`config.mk`:
```
export PLATFORM = sky130hd
export DESIGN_NAME = arena_top
export DESIGN_NICKNAME = d
export VERILOG_FILES = /design/src/design/fight_pkg.sv /design/src/design/fighter_if.sv /design/src/design/button_if.sv /design/src/design/arena_top.sv /design/src/design/hit_judge.sv /design/src/design/fighter.sv /design/src/design/input_conditioner.sv
export SDC_FILE = /design/constraint.sdc
export NUM_CORES = 1
export LEC_CHECK = 0
export ABC_AREA = 1
export ABC_CLOCK_PERIOD_IN_PS = 3050
export BUFFER_PORTS_ARGS = -buffer_cell sky130_fd_sc_hd__buf_2
export CAP_MARGIN = 20
export CORE_UTILIZATION = 45
export DETAILED_ROUTE_END_ITERATION = 8
export PLACE_DENSITY_LB_ADDON = 0.2
export SETUP_SLACK_MARGIN = 0.5
export SLEW_MARGIN = 30
export SYNTH_ARGS = -nofsm -noshare
export SYNTH_HDL_FRONTEND = slang
export SYNTH_HIERARCHICAL = 1
export SYNTH_SLANG_ARGS = --single-unit
```
`constraint.sdc`:
```
create_clock -name clk -period 3.05 [get_ports clk]
set_input_delay 0.61 -clock clk [delete_from_list [all_inputs] [get_ports clk]]
set_output_delay 0.61 -clock clk [all_outputs]
set_load 0.05 [all_outputs]
```
`src/design/fight_pkg.sv`:
```
`default_nettype none

package fight_pkg;

  // fighter count, one per side
  localparam int N_FIGHTERS = 2;

  // x coordinates and health
  localparam int POS_W    = 10;
  localparam int HEALTH_W = 7;

  // frame strobe, one per FRAME_DIV clocks
  localparam int FRAME_DIV = 4;

  // movement
  localparam int SPEED     = 5;   // pixels per frame
  localparam int X_MIN     = 50;
  localparam int X_MAX     = 490;
  localparam int X_START_L = 210;
  localparam int X_START_R = 420;

  // box offsets from posx, left-side view
  localparam int BOX_SPAN  = 150; // sprite width, used to mirror the right side
  localparam int HIT_NEAR  = 35;
  localparam int HIT_FAR   = 113;
  localparam int HURT_NEAR = 37;
  localparam int HURT_FAR  = 86;

  // attack phase lengths in frames
  localparam int STARTUP_FRAMES = 6;
  localparam int ACTIVE_FRAMES  = 3;
  localparam int RECOVER_FRAMES = 17;
  localparam int PHASE_W        = 5;  // holds RECOVER_FRAMES - 1

  // damage model
  localparam int HEALTH_MAX = 100;
  localparam int HIT_DAMAGE = 10;

  // fighter FSM states
  typedef enum logic [3:0] {
    ST_IDLE        = 4'd0,
    ST_FWD         = 4'd1,
    ST_BACK        = 4'd2,
    ST_ATK_START   = 4'd3,
    ST_ATK_ACTIVE  = 4'd4,
    ST_ATK_RECOVER = 4'd5
  } fighter_state_t;

endpackage

`default_nettype wire
```
`src/design/fighter_if.sv`:
```
`timescale 1ns/1ps
`default_nettype none

interface fighter_if import fight_pkg::*; ();

  logic [POS_W-1:0] posx;
  fighter_state_t   state;
  logic             atk_active;
  logic [POS_W-1:0] hit_x1;   // attack box, inclusive
  logic [POS_W-1:0] hit_x2;
  logic [POS_W-1:0] hurt_x1;  // body box, inclusive
  logic [POS_W-1:0] hurt_x2;

  modport src (
    output posx, state, atk_active,
    output hit_x1, hit_x2,
    output hurt_x1, hurt_x2
  );

  modport dst (
    input posx, state, atk_active,
    input hit_x1, hit_x2,
    input hurt_x1, hurt_x2
  );

endinterface

`default_nettype wire

```
`src/design/button_if.sv`:
```
`timescale 1ns/1ps
`default_nettype none

// one player's conditioned buttons
interface button_if ();

  logic left;    // level
  logic right;   // level
  logic attack;  // level
  logic frame;   // one clock per frame

  modport src (
    output left,
    output right,
    output attack,
    output frame
  );

  modport dst (
    input left,
    input right,
    input attack,
    input frame
  );

endinterface

`default_nettype wire

```
`src/design/arena_top.sv`:
```
`timescale 1ns/1ps
`default_nettype none

module arena_top import fight_pkg::*; (
  input  logic                clk,
  input  logic                rst,
  input  logic [1:0]          left,    // bit 0 is the left fighter
  input  logic [1:0]          right,
  input  logic [1:0]          attack,
  output logic [POS_W-1:0]    posx_l,
  output logic [POS_W-1:0]    posx_r,
  output fighter_state_t      state_l,
  output fighter_state_t      state_r,
  output logic [HEALTH_W-1:0] health_l,
  output logic [HEALTH_W-1:0] health_r,
  output logic [1:0]          hit,
  output logic                ko
);

  button_if  btn_bus [N_FIGHTERS] ();
  fighter_if fgt_bus [N_FIGHTERS] ();

  input_conditioner u_cond (
    .clk    (clk),
    .rst    (rst),
    .left   (left),
    .right  (right),
    .attack (attack),
    .btn    (btn_bus)
  );

  for (genvar g = 0; g < N_FIGHTERS; g++) begin : g_fighter
    fighter #(
      .SIDE (1'(g))
    ) u_fighter (
      .clk (clk),
      .rst (rst),
      .btn (btn_bus[g]),
      .fo  (fgt_bus[g])
    );
  end

  hit_judge u_judge (
    .clk      (clk),
    .rst      (rst),
    .fi       (fgt_bus),
    .health_l (health_l),
    .health_r (health_r),
    .hit      (hit),
    .ko       (ko)
  );

  // fighter outputs to plain ports
  assign posx_l  = fgt_bus[0].posx;
  assign posx_r  = fgt_bus[1].posx;
  assign state_l = fgt_bus[0].state;
  assign state_r = fgt_bus[1].state;

endmodule

`default_nettype wire

```
`src/design/hit_judge.sv`:
```
`timescale 1ns/1ps
`default_nettype none

module hit_judge import fight_pkg::*; (
  input  logic                clk,
  input  logic                rst,
  fighter_if.dst              fi [N_FIGHTERS],
  output logic [HEALTH_W-1:0] health_l,
  output logic [HEALTH_W-1:0] health_r,
  output logic [1:0]          hit,
  output logic                ko
);

  wire  [N_FIGHTERS-1:0] det;      // attacker g touches the other body
  wire  [N_FIGHTERS-1:0] swinging; // attacker g still in its active phase
  logic [N_FIGHTERS-1:0] landed;
  logic [N_FIGHTERS-1:0] fresh;
  logic [HEALTH_W-1:0]   health     [N_FIGHTERS];
  logic [HEALTH_W-1:0]   health_nxt [N_FIGHTERS];
  logic                  any_zero;

  // inclusive interval overlap
  function automatic logic overlaps(input logic [POS_W-1:0] a1, input logic [POS_W-1:0] a2,
                                    input logic [POS_W-1:0] b1, input logic [POS_W-1:0] b2);
    return (a1 <= b2) && (b1 <= a2);
  endfunction

  for (genvar g = 0; g < N_FIGHTERS; g++) begin : g_atk
    assign det[g] = fi[g].atk_active &&
                    overlaps(fi[g].hit_x1, fi[g].hit_x2,
                             fi[N_FIGHTERS-1-g].hurt_x1, fi[N_FIGHTERS-1-g].hurt_x2);
    assign swinging[g] = (fi[g].state == ST_ATK_ACTIVE);
  end

  // first contact of this attack only
  assign fresh = det & ~landed & {N_FIGHTERS{~ko}};

  always_comb begin
    any_zero = 1'b0;
    for (int i = 0; i < N_FIGHTERS; i++) begin
      health_nxt[i] = health[i];
      if (fresh[N_FIGHTERS-1-i]) begin
        if (health[i] < HEALTH_W'(HIT_DAMAGE))
          health_nxt[i] = '0;  // saturate
        else
          health_nxt[i] = health[i] - HEALTH_W'(HIT_DAMAGE);
      end
      if (health_nxt[i] == '0)
        any_zero = 1'b1;
    end
  end

  always_ff @(posedge clk or posedge rst) begin
    if (rst) begin
      landed <= '0;
      hit    <= '0;
      ko     <= 1'b0;
      health <= '{default: HEALTH_W'(HEALTH_MAX)};
    end else begin
      landed <= (landed | det) & swinging;  // clears once the active phase ends
      hit    <= fresh;
      if (!ko) begin
        health <= health_nxt;
        ko     <= any_zero;
      end
    end
  end

  assign health_l = health[0];
  assign health_r = health[1];

endmodule

`default_nettype wire

```
`src/design/fighter.sv`:
```
`timescale 1ns/1ps
`default_nettype none

module fighter import fight_pkg::*; #(
  parameter bit SIDE = 1'b0  // 0 left, 1 right
) (
  input  logic   clk,
  input  logic   rst,
  button_if.dst  btn,
  fighter_if.src fo
);

  fighter_state_t     state;
  fighter_state_t     state_nxt;
  logic [POS_W-1:0]   posx;
  logic [POS_W-1:0]   posx_nxt;
  logic [PHASE_W-1:0] phase_cnt;
  logic               in_atk;
  logic               moving;
  logic               step_up;

  assign in_atk = (state == ST_ATK_START) || (state == ST_ATK_ACTIVE) ||
                  (state == ST_ATK_RECOVER);

  always_comb begin
    state_nxt = state;
    case (state)
      ST_IDLE, ST_FWD, ST_BACK: begin
        if (btn.attack)
          state_nxt = ST_ATK_START;  // attack wins over movement
        else if (btn.left && btn.right)
          state_nxt = ST_BACK;
        else if (btn.left)
          state_nxt = SIDE ? ST_FWD : ST_BACK;
        else if (btn.right)
          state_nxt = SIDE ? ST_BACK : ST_FWD;
        else
          state_nxt = ST_IDLE;
      end
      ST_ATK_START: begin
        if (phase_cnt == PHASE_W'(STARTUP_FRAMES - 1))
          state_nxt = ST_ATK_ACTIVE;
      end
      ST_ATK_ACTIVE: begin
        if (phase_cnt == PHASE_W'(ACTIVE_FRAMES - 1))
          state_nxt = ST_ATK_RECOVER;
      end
      ST_ATK_RECOVER: begin
        if (phase_cnt == PHASE_W'(RECOVER_FRAMES - 1))
          state_nxt = ST_IDLE;
      end
      default: state_nxt = ST_IDLE;
    endcase
  end

  // forward is +x for the left fighter, -x for the right one
  assign moving  = (state == ST_FWD) || (state == ST_BACK);
  assign step_up = (state == ST_FWD) ^ SIDE;

  always_comb begin
    posx_nxt = posx;
    if (moving) begin
      if (step_up) begin
        if (posx > POS_W'(X_MAX - SPEED))
          posx_nxt = POS_W'(X_MAX);
        else
          posx_nxt = posx + POS_W'(SPEED);
      end else begin
        if (posx < POS_W'(X_MIN + SPEED))
          posx_nxt = POS_W'(X_MIN);
        else
          posx_nxt = posx - POS_W'(SPEED);
      end
    end
  end

  // everything advances on the frame strobe only
  always_ff @(posedge clk or posedge rst) begin
    if (rst) begin
      state     <= ST_IDLE;
      posx      <= SIDE ? POS_W'(X_START_R) : POS_W'(X_START_L);
      phase_cnt <= '0;
    end else if (btn.frame) begin
      state <= state_nxt;
      posx  <= posx_nxt;
      if (in_atk && (state_nxt == state))
        phase_cnt <= phase_cnt + 1'b1;
      else
        phase_cnt <= '0;  // restart on every phase change
    end
  end

  assign fo.posx       = posx;
  assign fo.state      = state;
  assign fo.atk_active = (state == ST_ATK_ACTIVE);

  // right side is the left-side box mirrored inside the sprite width
  assign fo.hit_x1  = posx + (SIDE ? POS_W'(BOX_SPAN - HIT_FAR)   : POS_W'(HIT_NEAR));
  assign fo.hit_x2  = posx + (SIDE ? POS_W'(BOX_SPAN - HIT_NEAR)  : POS_W'(HIT_FAR));
  assign fo.hurt_x1 = posx + (SIDE ? POS_W'(BOX_SPAN - HURT_FAR)  : POS_W'(HURT_NEAR));
  assign fo.hurt_x2 = posx + (SIDE ? POS_W'(BOX_SPAN - HURT_NEAR) : POS_W'(HURT_FAR));

endmodule

`default_nettype wire

```
`src/design/input_conditioner.sv`:
```
`timescale 1ns/1ps
`default_nettype none

module input_conditioner import fight_pkg::*; (
  input  logic       clk,
  input  logic       rst,
  input  logic [1:0] left,
  input  logic [1:0] right,
  input  logic [1:0] attack,
  button_if.src      btn [N_FIGHTERS]
);

  logic [1:0] left_s1, left_s2;
  logic [1:0] right_s1, right_s2;
  logic [1:0] attack_s1, attack_s2;
  logic [$clog2(FRAME_DIV)-1:0] frame_cnt;
  logic frame;

  // two-flop sync, all six buttons
  always_ff @(posedge clk or posedge rst) begin
    if (rst) begin
      left_s1   <= '0;
      left_s2   <= '0;
      right_s1  <= '0;
      right_s2  <= '0;
      attack_s1 <= '0;
      attack_s2 <= '0;
    end else begin
      left_s1   <= left;
      left_s2   <= left_s1;
      right_s1  <= right;
      right_s2  <= right_s1;
      attack_s1 <= attack;
      attack_s2 <= attack_s1;
    end
  end

  always_ff @(posedge clk or posedge rst) begin
    if (rst)
      frame_cnt <= '0;
    else if (frame)
      frame_cnt <= '0;
    else
      frame_cnt <= frame_cnt + 1'b1;
  end

  assign frame = (frame_cnt == ($clog2(FRAME_DIV))'(FRAME_DIV - 1)); // last clock of the frame

  for (genvar g = 0; g < N_FIGHTERS; g++) begin : g_player
    assign btn[g].left   = left_s2[g];
    assign btn[g].right  = right_s2[g];
    assign btn[g].attack = attack_s2[g];
    assign btn[g].frame  = frame;    // same phase for both players
  end

endmodule

`default_nettype wire

```
Yosys cells after proc, flatten, opt, wreduce, memory -nomap -nowiden
Index checks and enable logic that the tools add are counted.

storage, ports and cells
  bits in writable memories = 0
  word-level logic and storage cells = 124
  bits in latches = 0
  bits in registers = 71
  memories = 0
  output and inout bits = 45
  input port bits = 8
  memory bits (read-only) = 0

operators by class
  muxes and demuxes = 32
  shift-type cells = 0
  reductions and logical operators = 22
  equal/unequal tests = 19
  order comparisons = 10
  div/mod/pow operators = 0
  bitwise operators = 6
  $add $sub $neg = 17
  multipliers = 0

operator list
  cell                                                          count
  2-to-1 mux 10 bit                                             6
  adder 10 x 7 -> 10 bit (second input constant)                5
  2-to-1 mux 4 bit                                              12
  <= comparator 10 bit                                          4
  case mux 4 bit (4 select lines)                               2
  adder 10 x 6 -> 10 bit (second input constant)                3
  2-to-1 mux 7 bit                                              4
  adder 10 x 3 -> 10 bit (second input constant)                2
  > comparator 10 x 9 -> 1 bit (second input constant)          2
  less-than comparator 10 x 6 -> 1 bit (second input constant)  2
  subtractor 10 x 3 -> 10 bit (second input constant)           2
  == test 4 x 2 -> 1 bit (second input constant)                4
  == test 4 x 3 -> 1 bit (second input constant)                4
  zero test 7 bit                                               2
  less-than comparator 7 x 4 -> 1 bit (second input constant)   2
  subtractor 7 x 4 -> 7 bit (second input constant)             2
  adder 5 x 1 -> 5 bit (second input constant)                  2
  == test 5 x 2 -> 1 bit (second input constant)                2
  == test 5 x 3 -> 1 bit (second input constant)                2
  == test 5 bit (second input constant)                         2
  2-to-1 mux 5 bit                                              2
  == test 4 x 1 -> 1 bit (second input constant)                2
  == test 4 bit                                                 2
  logical AND 1 bit                                             8
  12 further kinds                                              26

Longest topological paths before layout
  word-level depth = 11
  mapped depth = 24
  gate-level depth less buffers = 22

By module
Netlist, hierarchy kept.

modules (own cells, without submodules)
  module                            area each (µm²)  instances  cells each
  hit_judge                         2292.2           1          328
  fighter (g_fighter[0].u_fighter)  2037.0           1          306
  fighter (g_fighter[1].u_fighter)  2004.4           1          311
  input_conditioner                 377.9            1          18

Worst setup path before layout
OpenSTA, ideal clock, no wires.

  path kind = reg2reg
  start = register g_fighter[0].u_fighter.posx[2]
  end = register u_judge.ko
  arrival time = 3.067 ns
  slack = -0.143 ns
  stages on the path, launching flop included = 21
  path through = dfrtp_1 > buf_4 > inv_2 > ha_1 > o21ai_1 > a21oi_1 > nor2_1 > xor2_1 > inv_1 > ha_1 > nand2_2 > inv_2 > a21oi_1 > nand3_2 > nand2_2 > nand4_4 > buf_6 > o21ai_0 > nor2_1 > nand3_1 > nand3_1

on the way
  word-level cells in the longest chain between the ends = 11

RTL lines
  item                            line              text
  start: declaration              fighter.sv:15     logic [POS_W-1:0] posx;
  start signal: assignment        fighter.sv:81     posx <= SIDE ? POS_W'(X_START_R) : POS_W'(X_START_L);
  start signal: assignment        fighter.sv:85     posx <= posx_nxt;
  adder 10 x 7 -> 10 bit          fighter.sv:101    assign fo.hurt_x2 = posx + (SIDE ? POS_W'(BOX_SPAN - HURT_NEAR) : POS_W'(HURT_FAR));
  via fgt_bus[0].hurt_x2[9]       fighter_if.sv:12  logic [POS_W-1:0] hurt_x2;
  <= comparator 10 bit            hit_judge.sv:25   return (a1 <= b2) && (b1 <= a2);
  logical AND 1 bit               hit_judge.sv:25
  logical AND 1 bit               hit_judge.sv:29   assign det[g] = fi[g].atk_active &&
  AND 2 bit (2 in series)         hit_judge.sv:36   assign fresh = det & ~landed & {N_FIGHTERS{~ko}};
  2-to-1 mux 7 bit                hit_judge.sv:42   if (fresh[N_FIGHTERS-1-i]) begin
  zero test 7 bit                 hit_judge.sv:48   if (health_nxt[i] == '0)
  2-to-1 mux 1 bit (2 in series)  hit_judge.sv:48
  2-to-1 mux 1 bit                hit_judge.sv:62   if (!ko) begin
  end signal: assignment          hit_judge.sv:64   ko <= any_zero;
  end: declaration                hit_judge.sv:11   output logic ko

The timed path passes the listed nets, and every way through them passes these cells.
A chain may end at the register's enable or synchronous reset.

Worst setup path in the final report
  start = register g_fighter[0].u_fighter.posx[1]
  end = register u_judge.ko

RTL lines
  item                      line              text
  adder 10 x 7 -> 10 bit    fighter.sv:99     assign fo.hit_x2 = posx + (SIDE ? POS_W'(BOX_SPAN - HIT_NEAR) : POS_W'(HIT_FAR));
  via fgt_bus[0].hit_x2[6]  fighter_if.sv:10  logic [POS_W-1:0] hit_x2;
  <= comparator 10 bit      hit_judge.sv:25
  logical AND 1 bit         hit_judge.sv:25
  logical AND 1 bit         hit_judge.sv:29
  AND 2 bit (2 in series)   hit_judge.sv:36
  2-to-1 mux 7 bit          hit_judge.sv:42
  zero test 7 bit           hit_judge.sv:48
  2-to-1 mux 1 bit          hit_judge.sv:48
  2-to-1 mux 1 bit          hit_judge.sv:62

The timed path passes the listed nets, and every way through them passes these cells.

==> metrics.csv <==
stage,metric,value,unit
clock_tree,Worst-path clk slew,0.07,ns
clock_tree,CTS Sinks,71,
sta,final worst path period need,3.13,ns
grt,wire length of the first global-routing pass,27600,µm
setup_path,internal reg-to-reg setup slack,-0.08,ns
final_layout,layout cells sized above 1,27.8,%
final_layout,Antenna diodes,0,
synth,unique cell type count in the Yosys netlist,41,
floorplan,initial core utilization,46.2,%
synth,post-synth top area share,21.3,%
sta,Total Negative Setup Slacks,-0.0783,ns
sta,period utilization,103,%
final_layout,fillcell total,1400,
synth,top cell type by total area after synthesis,dfrtp_1,
setup_path,RR Endpoint,u_judge/ko,
routing,WL per Instance,13.4,µm
placed_design,IO Port Bufs,52,
placed_design,HPWL Detailed,12900,µm
placed_design,Place WS,-0.154,ns
synth,Ys Warns,6,
routing,Antenna Nets Post-Route,0,
setup_path,crit-path cells,ha_4 > nand2_2 > o21ai_2 > buf_4 > o21ai_0 > o21ai_1 > inv_1 > ha_1 > nand2_2 > nor2_4 > nand3_1 > nand3_2 > a21oi_4 > nand3_4 > nand2_2 > nand2_2 > nand2_1 > nor2_2 > nand2_1 > nand3_1,
hold_path,min-delay worst type,in -> async,
sta,final setup margin,-0.0783,ns
clock_tree,root buffer cell,clkbuf_16,
setup_path,Worst setup SP type,register,
floorplan,DIE AREA,15400,µm²
final_layout,Final nets,1135,
sta,setup violators final,1,
final_layout,layout overhead on the synthesized area,21.8,%
routing,router iterations before antenna repair,8,
synth,Post-synth ARST share,100,%
sta,Peak Freq,320,MHz
sta,RSZ-0062 raised after global routing,yes,
sta,Clock Skews,0.00827,ns
routing,drt drc,0,
flow_run,max_cap viols,0,
clock_tree,TritonCTS clock tree,yes,
synth,Mapped Nets,1035,
setup_path,Setup CP Type,reg -> reg,
grt,vias in the first global route,5823,
grt,total gr overflow,0,
synth,synthesized instance count,963,
clock_tree,latest clock arrival within the worst-skew pair,0.35,ns
pwr,power per cell area,1160,nW/µm²
setup_path,crit-path max cell delay,0.69,ns
setup_path,crit path capture,u_judge/ko,
final_layout,final non-filler cell total,1252,
floorplan,I/O pin total,53,
floorplan,core box area,14500,µm²
routing,Via density,4.95,
sta,max-slew violations,0,
sta,final hold violation count,0,
synth,dominant cells by area after synthesis,"dfrtp_1 (21%), nand2_1 (13%), ha_1 (12%)",
clock_tree,cts hold-fix bufs,0,
synth,"count leader, synth",nand2_1,
grt,gr usage total,23.3,%
setup_path,worst reg2reg startpoint,g_fighter[0].u_fighter/fo.posx[1],
floorplan,Die Ht,124,µm
setup_path,Worst Path Arrival,3.36,ns
clock_tree,Num CTS Buffers,9,
sta,worst hold slack,0.327,ns
routing,Starting DRT DRC Count,310,
synth,"Top FF cell, synth",dfrtp_1,
setup_path,CP Max Fanout,8,
clock_tree,CTS max path bufs,2,
grt,pin count of the biggest net entering global routing,20,
routing,final WL,16800,µm
sta,Worst-Margin Slew,0.830,ns
synth,"Seq/Total Area, Yosys",26.7,%
setup_path,worst reg2reg path depth,20,
setup_path,Crit path required time,3.28,ns
status,violations in the final reports,negative setup slack,
setup_path,Worst path slowest cell,dfstp_4,
status,outcome,"finished, violations left",
grt,initial antenna violation count,0,
setup_path,Worst path most repeated cell,nand2_2,
setup_path,CP startpoint,g_fighter[0].u_fighter/fo.posx[1],
pwr,worst vdd ir,0.000516,V
placed_design,number of placed cells counting well taps,1220,
placed_design,routability cong.,0.880,
synth,most frequent cells after synthesis,"nand2_1 (227), inv_1 (156), nor2_1 (96), ha_1 (64), dfrtp_1 (57)",
synth,synthesized cell area,6710,µm²
pwr,P_leak,4.38,nW
floorplan,Die X,124,µm
clock_tree,H-tree Lvls,3,
setup_path,crit end category,register,
synth,syn avg cell area,6.97,µm²
synth,Post-synth EDFFs,0,
routing,via count,6200,
synth,post-synthesis register bit count,71,
sta,Rel. slew slack,44.6,%
floorplan,row cnt,44,
report_power, final:
part | leakage (nW) | total [mW] | switching [mW] | internal, mW
clock | 0.163 | 1.19 | 0.447 | 0.743
sequential | 0.859 | 1.47 | 0.333 | 1.14
combinational | 3.36 | 6.84 | 4.28 | 2.56
total | 4.38 | 9.50 | 5.06 | 4.44
stage by stage:
| stage | util, % | power (mW) | area (µm²) |
|---|---|---|---|
| after floorplan | - | 6.06 | 6770 |
| after global placement | 50.9 | 7.42 | 7400 |
| after detailed placement | 50.9 | 7.47 | 7400 |
| after CTS | 55.1 | 9.13 | 8000 |
| after global routing | 56.3 | 10.4 | 8180 |
| final | 56.3 | 9.50 | 8180 |
cells in the final DEF (no fill, tap or decap), types with 10 or more instances in the layout:
master / netlist / routed
o21ai_1: 13 / 14
inv_2: 19 / 26
nand3_2: 6 / 10
xor2_1: 47 / 47
inv_1: 156 / 147
o21ai_0: 38 / 31
dfstp_2: 14 / 13
a21oi_1: 36 / 30
buf_6: 8 / 11
buf_4: 21 / 59
o21ai_2: 4 / 10
nand2_2: 15 / 31
ha_1: 64 / 58
nor2_4: 8 / 13
nand4_1: 20 / 20
nor2_1: 96 / 91
dfrtp_1: 57 / 54
nand2_1: 227 / 207
nand3_1: 49 / 44
buf_2: 3 / 52
nor2_2: 17 / 17
worst max-delay path: cells and delay by family, from the launching register on:
kind,cells,cell delay (ns)
simple gates,12,1.06
flops,1,0.69
compound gates,4,0.59
fa+ha+maj,2,0.45
buf+inv,2,0.22
metal layers:
layer / part of all wire (%) / track usage [%] / vias up
met4: 1.3 / 5.58 / 0
li1: - / - / 3206
met2: 49 / 39.2 / 142
met5: 0 / 0 / -
met1: 46 / 30.8 / 2834
met3: 4.2 / 4.12 / 18
sequential cells by signal, summed over array words and instances, names as in the netlist:
name                           count
u_judge/health_r                   7
g_fighter.u_fighter/fo.posx       20
u_cond/right_s2                    2
u_cond/attack_s2                   2
u_judge/ko                         1
u_judge/landed                     2
u_cond/left_s2                     2
u_cond/attack_s1                   2
u_cond/frame_cnt                   2
g_fighter.u_fighter/phase_cnt     10
u_cond/right_s1                    2
u_judge/hit                        2
u_judge/health_l                   7
u_cond/left_s1                     2
g_fighter.u_fighter/fo.state       8
cells by family (layout without fill, tap and decap cells):
group / after synthesis / count (layout) / synth area share (%)
buffers and inverters: 210 / 314 / 13.9
and+or+nand+nor: 454 / 455 / 31.1
AOI/OAI and AO/OA: 114 / 114 / 9.81
xor gates and xnor gates: 50 / 50 / 6.52
adders and majority gates: 64 / 64 / 11.9
DFF: 71 / 71 / 26.7
area by class of cell:
type / count / area [µm²] / area share, %
Tap cell: 184 / 230 / 2.82
Sequential cell: 71 / 1800 / 22.0
Clock buffer: 10 / 239 / 2.92
Timing Repair Buffer: 122 / 827 / 10.1
Clock inverter: 6 / 91.3 / 1.12
Multi-Input combinational cell: 683 / 4320 / 52.8
Inverter: 176 / 671 / 8.20
what timing repair did:
action / CTS / global route
setup endpoints to repair: 19 / 19
resized for setup: 48 / 38
endpoints found under the hold margin: 0 / 0
pin swaps: 37 / 30
cloned: 1 / 0
setup buffers: 11 / 4
how the worst min path moves through the flow:
| stage | end | slack (ns) | startpoint | cells past startpoint |
|---|---|---|---|---|
| 5_1_grt | u_cond/attack_s2[1] | 0.35 | u_cond/attack_s1[1] | 0 |
| 3_5_place_dp | u_cond/attack_s2[1] | 0.33 | u_cond/attack_s1[1] | 0 |
| 6_report | u_cond/frame_cnt[0] | 0.33 | rst | 2 |
| 2_1_floorplan | u_cond/attack_s2[0] | 0.33 | u_cond/attack_s1[0] | 0 |
| 3_3_place_gp | u_cond/attack_s2[0] | 0.33 | u_cond/attack_s1[0] | 0 |
| 4_1_cts | u_cond/frame_cnt[0] | 0.34 | rst | 2 |
Note: power is estimated with default switching activity, not from simulation.
